$ cat config.mk
export PLATFORM = sky130hd
export DESIGN_NAME = f8_core
export DESIGN_NICKNAME = d
export VERILOG_FILES = /design/src/logic/f8_pkg.sv /design/src/logic/mem_port_if.sv /design/src/logic/f8_core.sv /design/src/logic/execute_unit.sv /design/src/logic/program_counter.sv /design/src/logic/cycle_control.sv /design/src/logic/mem_banks.sv /design/src/logic/alu8.sv
export VERILOG_INCLUDE_DIRS = /design/src /design/src/include
export SDC_FILE = /design/constraint.sdc
export NUM_CORES = 1
export LEC_CHECK = 0
export ABC_CLOCK_PERIOD_IN_PS = 12150
export BUFFER_PORTS_ARGS = -buffer_cell sky130_fd_sc_hd__buf_2
export CORE_ASPECT_RATIO = 0.6
export CORE_MARGIN = 3
export CORE_UTILIZATION = 50
export DETAILED_ROUTE_END_ITERATION = 6
export PLACE_DENSITY = 0.75
export SYNTH_ARGS = -nofsm -noshare
export SYNTH_HDL_FRONTEND = slang
export SYNTH_SLANG_ARGS = --single-unit
$ cat constraint.sdc
create_clock -name clk -period 12.15 [get_ports clk]
set_input_delay 3.645 -clock clk [delete_from_list [all_inputs] [get_ports clk]]
set_output_delay 3.645 -clock clk [all_outputs]
set_load 0.02 [all_outputs]
$ cat src/include/f8_defines.svh
// ~~~~~~~~~~~~~~~~~~~~~~~~~~~~~~~~~~~~~~~~~~~~~~~~~~
// f8 core constants
// widths, reset vector, opcodes, sizes, flag bits
// ~~~~~~~~~~~~~~~~~~~~~~~~~~~~~~~~~~~~~~~~~~~~~~~~~~

`ifndef F8_DEFINES_SVH
`define F8_DEFINES_SVH

`define F8_ADDR_W 16
`define F8_BANK_ADDR_W 15
`define F8_DATA_W 8
`define F8_FLAGS_W 5

`define F8_RESET_VECTOR 16'h4000

`define F8_INST_SIZE_SHORT 1
`define F8_INST_SIZE_IMMD 2
`define F8_INST_SIZE_DIR 3

`define F8_OP_TRAP 8'h00
`define F8_OP_NOP 8'h08
`define F8_OP_SUB_XL_IMMD 8'h10
`define F8_OP_SUB_XL_DIR 8'h11
`define F8_OP_ADD_XL_IMMD 8'h20
`define F8_OP_ADD_XL_DIR 8'h21
`define F8_OP_OR_XL_IMMD 8'h38
`define F8_OP_OR_XL_DIR 8'h39
`define F8_OP_AND_XL_IMMD 8'h40
`define F8_OP_AND_XL_DIR 8'h41
`define F8_OP_XOR_XL_IMMD 8'h48
`define F8_OP_XOR_XL_DIR 8'h49
`define F8_OP_LD_XL_IMMD 8'h90
`define F8_OP_LD_XL_DIR 8'h91
`define F8_OP_LD_DIR_XL 8'h98
`define F8_OP_JR_D 8'hd0
`define F8_OP_JRZ_D 8'hd1
`define F8_OP_JRNZ_D 8'hd2
`define F8_OP_JRC_D 8'hd3
`define F8_OP_JRNC_D 8'hd4

// bit positions in flags_t
`define F8_FLAG_H 0
`define F8_FLAG_C 1
`define F8_FLAG_N 2
`define F8_FLAG_Z 3
`define F8_FLAG_O 4

`endif
$ cat src/logic/f8_pkg.sv
// ~~~~~~~~~~~~~~~~~~~~~~~~~~~~~~~~~~~~~~~~~~~~~~~~~~
// f8 core types
// vector types, cycle states, direct form decode
// ~~~~~~~~~~~~~~~~~~~~~~~~~~~~~~~~~~~~~~~~~~~~~~~~~~

`default_nettype none

`include "f8_defines.svh"

package f8_pkg;

	typedef logic [`F8_DATA_W-1:0] byte_t;
	typedef logic [`F8_ADDR_W-1:0] addr_t;
	typedef logic [`F8_BANK_ADDR_W-1:0] bank_addr_t;
	typedef logic [2*`F8_DATA_W-1:0] word_t;
	// opcode in the low byte, operand bytes above
	typedef logic [3*`F8_DATA_W-1:0] inst_t;
	typedef logic [`F8_FLAGS_W-1:0] flags_t;

	typedef enum logic [1:0]
	{
		CYC_FETCH,
		CYC_UPPER,
		CYC_OPERAND,
		CYC_HALT
	} cycle_state_t;

	// three byte forms with a direct address
	function automatic logic op_is_dir(byte_t op);
		case (op)
			`F8_OP_LD_XL_DIR, `F8_OP_LD_DIR_XL, `F8_OP_ADD_XL_DIR, `F8_OP_SUB_XL_DIR,
			`F8_OP_AND_XL_DIR, `F8_OP_OR_XL_DIR, `F8_OP_XOR_XL_DIR:
				return 1'b1;
			default:
				return 1'b0;
		endcase
	endfunction

endpackage

`default_nettype wire

$ cat src/logic/mem_port_if.sv
// ~~~~~~~~~~~~~~~~~~~~~~~~~~~~~~~~~~~~~~~~~~~~~~~~~~
// core to bank unit memory port
// byte address reads of two bytes, byte writes
// ~~~~~~~~~~~~~~~~~~~~~~~~~~~~~~~~~~~~~~~~~~~~~~~~~~

`timescale 1ns/1ps
`default_nettype none

interface mem_port_if import f8_pkg::*; ();

	addr_t read_addr;
	// byte at the registered address low, next byte high
	word_t read_data;
	addr_t write_addr;
	byte_t write_data;
	logic write_en;

	modport core
	(
		output read_addr,
		input read_data,
		output write_addr,
		output write_data,
		output write_en
	);

	modport banks
	(
		input read_addr,
		output read_data,
		input write_addr,
		input write_data,
		input write_en
	);

endinterface

`default_nettype wire

$ cat src/logic/f8_core.sv
// ~~~~~~~~~~~~~~~~~~~~~~~~~~~~~~~~~~~~~~~~~~~~~~~~~~
// reduced multi-cycle f8 core
// top level with even and odd bank memory ports
// ~~~~~~~~~~~~~~~~~~~~~~~~~~~~~~~~~~~~~~~~~~~~~~~~~~

`timescale 1ns/1ps
`default_nettype none

module f8_core import f8_pkg::*;
(
	input wire clk,
	input wire reset,
	output bank_addr_t mem_read_addr_even,
	output bank_addr_t mem_read_addr_odd,
	input wire byte_t mem_read_data_even,
	input wire byte_t mem_read_data_odd,
	output bank_addr_t mem_write_addr_even,
	output bank_addr_t mem_write_addr_odd,
	output byte_t mem_write_data_even,
	output byte_t mem_write_data_odd,
	output logic mem_write_en_even,
	output logic mem_write_en_odd,
	output logic trap
);

	addr_t pc;
	addr_t next_pc;
	inst_t inst;
	byte_t operand;
	logic execute;
	logic branch_taken;

	mem_port_if mem_if ();

	mem_banks i_mem_banks
	(
		.clk(clk),
		.reset(reset),
		.mem(mem_if.banks),
		.mem_read_addr_even(mem_read_addr_even),
		.mem_read_addr_odd(mem_read_addr_odd),
		.mem_read_data_even(mem_read_data_even),
		.mem_read_data_odd(mem_read_data_odd),
		.mem_write_addr_even(mem_write_addr_even),
		.mem_write_addr_odd(mem_write_addr_odd),
		.mem_write_data_even(mem_write_data_even),
		.mem_write_data_odd(mem_write_data_odd),
		.mem_write_en_even(mem_write_en_even),
		.mem_write_en_odd(mem_write_en_odd)
	);

	cycle_control i_cycle_control
	(
		.clk(clk),
		.reset(reset),
		.mem(mem_if.core),
		.pc(pc),
		.next_pc(next_pc),
		.inst(inst),
		.operand(operand),
		.execute(execute),
		.trap(trap)
	);

	program_counter i_program_counter
	(
		.clk(clk),
		.reset(reset),
		.execute(execute),
		.inst(inst),
		.branch_taken(branch_taken),
		.pc(pc),
		.next_pc(next_pc)
	);

	execute_unit i_execute_unit
	(
		.clk(clk),
		.reset(reset),
		.mem(mem_if.core),
		.execute(execute),
		.inst(inst),
		.operand(operand),
		.branch_taken(branch_taken)
	);

endmodule

`default_nettype wire

$ cat src/logic/execute_unit.sv
// ~~~~~~~~~~~~~~~~~~~~~~~~~~~~~~~~~~~~~~~~~~~~~~~~~~
// f8 execute unit
// accumulator, flags, jump conditions and stores
// ~~~~~~~~~~~~~~~~~~~~~~~~~~~~~~~~~~~~~~~~~~~~~~~~~~

`timescale 1ns/1ps
`default_nettype none

`include "f8_defines.svh"

module execute_unit import f8_pkg::*;
(
	input wire clk,
	input wire reset,
	mem_port_if.core mem,
	input wire execute,
	input wire inst_t inst,
	input wire byte_t operand,
	output logic branch_taken
);

	byte_t xl;
	flags_t flags;
	byte_t opcode;
	byte_t alu_result;
	flags_t alu_flags;

	assign opcode = inst[7:0];

	alu8 i_alu8
	(
		.op(opcode),
		.acc(xl),
		.operand(operand),
		.result(alu_result),
		.flags_in(flags),
		.flags_out(alu_flags)
	);

	always_ff @(posedge clk)
	begin
		if (reset)
		begin
			xl <= '0;
			flags <= '0;
		end
		else if (execute)
		begin
			case (opcode)
				`F8_OP_ADD_XL_IMMD, `F8_OP_ADD_XL_DIR, `F8_OP_SUB_XL_IMMD, `F8_OP_SUB_XL_DIR,
				`F8_OP_AND_XL_IMMD, `F8_OP_AND_XL_DIR, `F8_OP_OR_XL_IMMD, `F8_OP_OR_XL_DIR,
				`F8_OP_XOR_XL_IMMD, `F8_OP_XOR_XL_DIR:
				begin
					xl <= alu_result;
					flags <= alu_flags;
				end
				`F8_OP_LD_XL_IMMD:
					xl <= operand;
				// memory loads also test the byte
				`F8_OP_LD_XL_DIR:
				begin
					xl <= operand;
					flags[`F8_FLAG_Z] <= (operand == '0);
					flags[`F8_FLAG_N] <= operand[7];
				end
				default:
					xl <= xl;
			endcase
		end
	end

	always_comb
	begin
		case (opcode)
			`F8_OP_JR_D:
				branch_taken = 1'b1;
			`F8_OP_JRZ_D:
				branch_taken = flags[`F8_FLAG_Z];
			`F8_OP_JRNZ_D:
				branch_taken = !flags[`F8_FLAG_Z];
			`F8_OP_JRC_D:
				branch_taken = flags[`F8_FLAG_C];
			`F8_OP_JRNC_D:
				branch_taken = !flags[`F8_FLAG_C];
			default:
				branch_taken = 1'b0;
		endcase
	end

	// one cycle store strobe for ld dir,xl
	assign mem.write_en = execute && (opcode == `F8_OP_LD_DIR_XL);
	assign mem.write_addr = inst[23:8];
	assign mem.write_data = xl;

endmodule

`default_nettype wire

$ cat src/logic/program_counter.sv
// ~~~~~~~~~~~~~~~~~~~~~~~~~~~~~~~~~~~~~~~~~~~~~~~~~~
// f8 program counter
// steps by instruction size or relative jump
// ~~~~~~~~~~~~~~~~~~~~~~~~~~~~~~~~~~~~~~~~~~~~~~~~~~

`timescale 1ns/1ps
`default_nettype none

`include "f8_defines.svh"

module program_counter import f8_pkg::*;
(
	input wire clk,
	input wire reset,
	input wire execute,
	input wire inst_t inst,
	input wire branch_taken,
	output addr_t pc,
	output addr_t next_pc
);

	byte_t opcode;
	byte_t disp;

	function automatic addr_t inst_size(byte_t op);
		if (op_is_dir(op))
			return addr_t'(`F8_INST_SIZE_DIR);
		case (op)
			`F8_OP_LD_XL_IMMD, `F8_OP_ADD_XL_IMMD, `F8_OP_SUB_XL_IMMD, `F8_OP_AND_XL_IMMD,
			`F8_OP_OR_XL_IMMD, `F8_OP_XOR_XL_IMMD, `F8_OP_JR_D, `F8_OP_JRZ_D,
			`F8_OP_JRNZ_D, `F8_OP_JRC_D, `F8_OP_JRNC_D:
				return addr_t'(`F8_INST_SIZE_IMMD);
			default:
				return addr_t'(`F8_INST_SIZE_SHORT);
		endcase
	endfunction

	assign opcode = inst[7:0];
	assign disp = inst[15:8];

	always_comb
	begin
		if (!execute)
			next_pc = pc;
		else if (branch_taken)
			// relative to the jump opcode itself
			next_pc = pc + {{(`F8_ADDR_W-`F8_DATA_W){disp[7]}}, disp};
		else
			next_pc = pc + inst_size(opcode);
	end

	always_ff @(posedge clk)
	begin
		if (reset)
			pc <= `F8_RESET_VECTOR;
		else if (execute)
			pc <= next_pc;
	end

endmodule

`default_nettype wire

$ cat src/logic/cycle_control.sv
// ~~~~~~~~~~~~~~~~~~~~~~~~~~~~~~~~~~~~~~~~~~~~~~~~~~
// f8 cycle control
// sequences fetch, upper byte and operand cycles
// ~~~~~~~~~~~~~~~~~~~~~~~~~~~~~~~~~~~~~~~~~~~~~~~~~~

`timescale 1ns/1ps
`default_nettype none

`include "f8_defines.svh"

module cycle_control import f8_pkg::*;
(
	input wire clk,
	input wire reset,
	mem_port_if.core mem,
	input wire addr_t pc,
	input wire addr_t next_pc,
	output inst_t inst,
	output byte_t operand,
	output logic execute,
	output logic trap
);

	cycle_state_t state;
	cycle_state_t state_next;
	logic started;
	inst_t inst_q;
	byte_t opcode;

	function automatic logic loads_operand(byte_t op);
		return op_is_dir(op) && op != `F8_OP_LD_DIR_XL;
	endfunction

	// instruction bytes as far as they have arrived
	always_comb
	begin
		case (state)
			CYC_UPPER:
				inst = {mem.read_data[15:8], inst_q[15:0]};
			CYC_OPERAND, CYC_HALT:
				inst = inst_q;
			default:
				inst = {8'h00, mem.read_data};
		endcase
	end

	assign opcode = inst[7:0];
	// immediate follows the opcode, memory operand is the low byte
	assign operand = (state == CYC_OPERAND) ? mem.read_data[7:0] : mem.read_data[15:8];

	always_comb
	begin
		state_next = state;
		execute = 1'b0;
		trap = 1'b0;
		mem.read_addr = next_pc;
		case (state)
			CYC_FETCH:
				if (started)
				begin
					if (opcode == `F8_OP_TRAP)
					begin
						trap = 1'b1;
						state_next = CYC_HALT;
					end
					else if (op_is_dir(opcode))
					begin
						mem.read_addr = pc + 1'b1;
						state_next = CYC_UPPER;
					end
					else
						execute = 1'b1;
				end
			CYC_UPPER:
				if (loads_operand(opcode))
				begin
					mem.read_addr = inst[23:8];
					state_next = CYC_OPERAND;
				end
				else
				begin
					execute = 1'b1;
					state_next = CYC_FETCH;
				end
			CYC_OPERAND:
			begin
				execute = 1'b1;
				state_next = CYC_FETCH;
			end
			default:
				trap = 1'b1;
		endcase
	end

	// first cycle after reset only waits for the vector fetch
	always_ff @(posedge clk)
	begin
		if (reset)
		begin
			state <= CYC_FETCH;
			started <= 1'b0;
		end
		else
		begin
			state <= state_next;
			started <= 1'b1;
		end
	end

	always_ff @(posedge clk)
	begin
		if (state == CYC_FETCH)
			inst_q[15:0] <= mem.read_data;
		if (state == CYC_UPPER)
			inst_q[23:16] <= mem.read_data[15:8];
	end

endmodule

`default_nettype wire

$ cat src/logic/mem_banks.sv
// ~~~~~~~~~~~~~~~~~~~~~~~~~~~~~~~~~~~~~~~~~~~~~~~~~~
// even/odd bank steering
// maps byte addresses onto two byte wide banks
// ~~~~~~~~~~~~~~~~~~~~~~~~~~~~~~~~~~~~~~~~~~~~~~~~~~

`timescale 1ns/1ps
`default_nettype none

`include "f8_defines.svh"

module mem_banks import f8_pkg::*;
(
	input wire clk,
	input wire reset,
	mem_port_if.banks mem,
	output bank_addr_t mem_read_addr_even,
	output bank_addr_t mem_read_addr_odd,
	input wire byte_t mem_read_data_even,
	input wire byte_t mem_read_data_odd,
	output bank_addr_t mem_write_addr_even,
	output bank_addr_t mem_write_addr_odd,
	output byte_t mem_write_data_even,
	output byte_t mem_write_data_odd,
	output logic mem_write_en_even,
	output logic mem_write_en_odd
);

	bank_addr_t read_word;
	bank_addr_t write_word;
	logic read_odd_q;

	assign read_word = mem.read_addr[`F8_ADDR_W-1:1];
	assign write_word = mem.write_addr[`F8_ADDR_W-1:1];

	// odd start address, the second byte sits in the next even word
	assign mem_read_addr_even = mem.read_addr[0] ? read_word + 1'b1 : read_word;
	assign mem_read_addr_odd = read_word;

	always_ff @(posedge clk)
	begin
		if (reset)
			read_odd_q <= 1'b0;
		else
			read_odd_q <= mem.read_addr[0];
	end

	assign mem.read_data = read_odd_q ? {mem_read_data_even, mem_read_data_odd}
		: {mem_read_data_odd, mem_read_data_even};

	// byte writes only hit the bank of matching parity
	assign mem_write_addr_even = write_word;
	assign mem_write_addr_odd = write_word;
	assign mem_write_data_even = mem.write_data;
	assign mem_write_data_odd = mem.write_data;
	assign mem_write_en_even = mem.write_en && !mem.write_addr[0];
	assign mem_write_en_odd = mem.write_en && mem.write_addr[0];

endmodule

`default_nettype wire

$ cat src/logic/alu8.sv
// ~~~~~~~~~~~~~~~~~~~~~~~~~~~~~~~~~~~~~~~~~~~~~~~~~~
// f8 8-bit alu
// add, sub and logic ops with flag results
// ~~~~~~~~~~~~~~~~~~~~~~~~~~~~~~~~~~~~~~~~~~~~~~~~~~

`timescale 1ns/1ps
`default_nettype none

`include "f8_defines.svh"

module alu8 import f8_pkg::*;
(
	input wire byte_t op,
	input wire byte_t acc,
	input wire byte_t operand,
	output byte_t result,
	input wire flags_t flags_in,
	output flags_t flags_out
);

	logic subtract;
	byte_t addend;
	logic [`F8_DATA_W:0] sum;
	logic [4:0] half_sum;
	logic overflow;

	// sub is acc + ~operand + 1, so carry set means no borrow
	assign subtract = (op == `F8_OP_SUB_XL_IMMD) || (op == `F8_OP_SUB_XL_DIR);
	assign addend = subtract ? ~operand : operand;
	assign sum = {1'b0, acc} + {1'b0, addend} + {8'h00, subtract};
	assign half_sum = {1'b0, acc[3:0]} + {1'b0, addend[3:0]} + {4'h0, subtract};
	assign overflow = (acc[7] == addend[7]) && (sum[7] != acc[7]);

	always_comb
	begin
		logic update_zn;
		update_zn = 1'b1;
		result = acc;
		flags_out = flags_in;
		case (op)
			`F8_OP_ADD_XL_IMMD, `F8_OP_ADD_XL_DIR, `F8_OP_SUB_XL_IMMD, `F8_OP_SUB_XL_DIR:
			begin
				result = sum[7:0];
				flags_out[`F8_FLAG_H] = half_sum[4];
				flags_out[`F8_FLAG_C] = sum[8];
				flags_out[`F8_FLAG_O] = overflow;
			end
			`F8_OP_AND_XL_IMMD, `F8_OP_AND_XL_DIR:
				result = acc & operand;
			`F8_OP_OR_XL_IMMD, `F8_OP_OR_XL_DIR:
				result = acc | operand;
			`F8_OP_XOR_XL_IMMD, `F8_OP_XOR_XL_DIR:
				result = acc ^ operand;
			default:
				update_zn = 1'b0;
		endcase
		if (update_zn)
		begin
			flags_out[`F8_FLAG_Z] = (result == '0);
			flags_out[`F8_FLAG_N] = result[7];
		end
	end

endmodule

`default_nettype wire

==> results of run 1 <==
-- cell usage in the layout (no fill, tap or decap), types with 5 or more instances in the layout --
cell type / instances
a211oi_1: 8
clkbuf_16: 5
edfxtp_1: 24
mux2i_1: 5
nor2_1: 64
a21o_1: 5
nor3_1: 19
nand2_1: 73
xor2_1: 23
ha_1: 43
dfxtp_1: 30
inv_1: 48
xnor2_1: 31
mux2_2: 15
o211ai_1: 11
o21a_1: 6
nand3_1: 10
a221oi_1: 9
and2_1: 5
o22ai_1: 12
nand4_1: 9
buf_4: 25
a22oi_1: 21
o21ai_0: 28
a21oi_1: 43
and3_1: 15
buf_2: 95
o21bai_1: 6
nor2b_1: 6
nand2b_1: 8
-- stage by stage --
step | worst slack, ns | hold slack, ns | TNS, ns | cell area [µm²] | instances
global route | -0.0128 | 0.568 | -0.0281 | 6680 | 965
finish | 0.160 | 0.559 | 0 | 6680 | 965
CTS | 0.119 | 0.551 | 0 | 6600 | 964
global placement | 0.267 | 0.525 | 0 | 6450 | 956
floorplan | 0.568 | 0.505 | 0 | 6030 | 742
detailed placement | 0.150 | 0.541 | 0 | 6450 | 956
-- sequential cells by signal (all words and copies together) (netlist names) --
register,flops
i_program_counter.pc,16
i_cycle_control.started,1
i_execute_unit.mem.write_data,8
i_cycle_control.inst_q,24
i_cycle_control.state,2
i_mem_banks.read_odd_q,1
i_execute_unit.flags,2
-- final cells by class --
type                    instances  area share, %
flip-flops and latches         54           19.8
well taps                     160           3.00
multi-input cells             573           62.2
clock buffers                   5           1.87
inverters                      50           2.81
repair buffers                120           9.92
clock inverters                 3          0.431
-- power by group --
part / internal, mW / leakage [nW] / total (mW) / switching, mW
clock: 0.0795 / 0.0763 / 0.159 / 0.0795
sequential: 0.257 / 0.479 / 0.311 / 0.0534
combinational: 0.504 / 2.50 / 1.55 / 1.05
-- worst max-delay path: cells and delay by family --
| kind | cells | cell delay, ns |
|---|---|---|
| compound gates | 7 | 1.05 |
| xor+xnor | 2 | 0.48 |
| fa+ha+maj | 1 | 0.44 |
| buf+inv | 3 | 0.38 |
| mux | 1 | 0.31 |
| simple gates | 8 | 2.04 |
-- layer usage --
metal	part of all wire [%]	GRT usage, %	vias up
li1	-	-	2809
met1	46	47.0	2893
met2	38	37.7	427
met3	15	10.3	25
met4	1.0	3.77	0
met5	0	0	-
-- logic make-up after synthesis --
| group | count (synthesis) | share of synthesized area [%] |
|---|---|---|
| simple gates | 239 | 20.0 |
| compound gates | 210 | 25.4 |
| buf+inv | 115 | 10.4 |
| xor+xnor | 55 | 8.11 |
| flops | 54 | 21.9 |
| fa+ha+maj | 46 | 9.79 |
| mux | 23 | 4.36 |
-- repair_timing --
action                     CTS  global route
resized for setup            0            12
setup buffers                0             1
setup endpoints to repair    0             8
-- worst paths after layout --
check                           slack [ns]                       end  depth (start not counted)
worst max-delay path                  0.16    mem_read_addr_even[12]                         22
worst min-delay path                  0.56  i_cycle_control.state[0]                          2
worst min register to register        0.56  i_cycle_control.state[0]                          2
worst max register to register        6.36   i_execute_unit.flags[3]                         18
==> key figures, run 1 <==
Setup path
  – CP max FO: 6
  – Worst setup path startpoint: mem_read_data_even[5]
  – Crit path DAT: 8.35 ns
  – CP max-delay cell: or4_4
  – Worst r2r src: i_cycle_control.state[0]
  – Crit path cell chain: buf_2, mux2_4, o2bb2ai_2, or4_4, or2_2, nand2_1, a21bo_2, o22a_1, inv_1, fa_1, nand2b_4, a21oi_2, o211ai_1, nand2_1, a21oi_1, xnor2_1, a221oi_2, nor4b_4, nand3_2, nor2_1, xnor2_1, buf_2
  – CP peak stage delay: 0.58 ns
  – Required time worst endpoint: 8.50 ns
  – Worst Setup Start Kind: input port
  – Worst Setup Path Type: in2out
  – Setup crit end kind: output port

Die
  – Starting Density: 52.4%
  – Die area: 13,500 µm²
  – Chip Height: 91.1 µm
  – Placeable core area: 11,500 µm²
  – Row count: 30
  – Ports: 97
  – Die W: 148 µm

Layout
  – Multi-input gate area: 4160 µm²
  – FF/Latch Area: 1320 µm²
  – Ant diodes: 0
  – Synthesis-to-layout area growth: 10.8%
  – Share of cells above drive strength 1: 23.6%
  – Final #Nets: 868
  – Util after Layout: 58.0%
  – Filler Cell Count: 1,047

Timing
  – Least-Margin Pin Slew: 0.922 ns
  – Final setup viols: 0
  – Slew HR: 38.4%
  – Fmax: 83.4 MHz
  – Fin. Hold Viols: 0
  – Final clock skew: 0.00932 ns
  – Fin crit period: 11.99 ns
  – Tcrit/Tclk final: 98.7%
  – Final slew viol count: 0

Clocking
  – Worst-Skew Late Latency: 0.31 ns
  – Clk buf depth: 2
  – CTS buffer count: 5
  – Clock Pin Slew Worst Setup and Hold Paths: 0.07 ns
  – H-tree lvl count: 2
  – Root Driver: clkbuf_16
  – # hold bufs at CTS: 0
  – CTS tree: done
  – CTS Sinks: 54

Yosys
  – Count leader, synth: nand2_1
  – Warnings from Yosys: 0
  – Synth cell count leaders: nand2_1 (73), nor2_1 (64), inv_1 (48), a21oi_1 (45), ha_1 (44)
  – Leading area contributor after synthesis: edfxtp_1
  – Top_reg_cell synth: dfxtp_1
  – Post-synth EDFFs: 24
  – Syn_area_per_cell: 8.13 µm²
  – Yosys reg bits: 54
  – Synth async-reset ratio: 0%
  – Synthesized net count: 806
  – Ranking of synthesized cells by area: edfxtp_1 (12%), dfxtp_1 (10%), ha_1 (9.1%)
  – Post-Syn Area: 6030 µm²
  – Sequential area share after synthesis: 21.9%
  – Library cells used by synthesis: 94
  – Top-area cell type share of the netlist area: 11.9%
  – Cells after Synth: 742

GRT
  – Total global-route track usage: 29.4%
  – Initial antenna violation count: 0
  – Vias in the first global route: 5,412
  – Largest net degree at the start of global routing: 59
  – Total gr overflow: 0
  – First-pass GRT wire length: 31,500 µm

Min path
  – HP Start: i_cycle_control.state[0]
  – Worst min path class: reg2reg

Routing
  – Final ANT Viol Nets: 0
  – Avg WL per Cell: 21.5 µm
  – Total wire length: 20,700 µm
  – Drt pass-1 iters: 7
  – Iteration-0 DRC Markers: 856
  – Via density: 6.38
  – Via count: 6,154
  – Residual DRC: 1

Placed design
  – Port Buffer Count: 96
  – Placed wire-length estimate: 15,700 µm
  – Final Wtd Congestion: 0.968

Job
  – Maxcap violations: 0

Outcome
  – Failing checks: DRC
  – Outcome: finished, violations left

Pwr
  – Power per Cell Area: 303 nW/µm²
  – Maximum vdd drop: 0.000140 V
  – Lkg Pwr: 3.06 nW
  – Power Total: 2.02 mW
Power figures use the tool's default switching activity.
==> run 2, diff against run 1 <==
Settings changed: CORE_ASPECT_RATIO 0.6 to not set, CORE_MARGIN 3 to not set, CORE_UTILIZATION 50 to not set, PLACE_DENSITY 0.75 to not set, SYNTH_HIERARCHICAL set to 1.
==> run 2 against run 1 <==
Effect of this change: the run now fails in 1_2_yosys.
==> key figures, run 2 <==
Outcome
  – Outcome: did not finish
  – Stopping stage: 1_2_yosys
  – Tool error: ERROR: Found 41 problems in 'check -assert'.

Yosys
  – Leading area contributor after synthesis: buf_4
  – Synth async-reset ratio: 0%
  – Yosys Instances: 877
  – Sequential area share after synthesis: 18.2%
  – Library cells used by synthesis: 98
  – Ranking of synthesized cells by area: buf_4 (12%), edfxtp_1 (9.5%), dfxtp_1 (8.7%)
  – Count leader, synth: buf_4
  – Post-synth EDFFs: 24
  – Yosys stat area: 7570 µm²
  – Warnings from Yosys: 0
  – Synth cell count leaders: buf_4 (120), nand2_1 (65), ha_1 (48), mux2_2 (35), nor2_1 (35)
  – Top-area cell type share of the netlist area: 11.9%
  – Yosys reg bits: 57
  – Top_reg_cell synth: dfxtp_1
[run 2: cells by family after synthesis]
group	Yosys count	synth area share (%)
buf+inv	190	16.2
xor+xnor	49	5.67
flops	57	18.2
other cells	2	0.0992
compound gates	205	22.8
mux	69	9.75
simple gates	255	18.8
fa+ha+maj	50	8.46
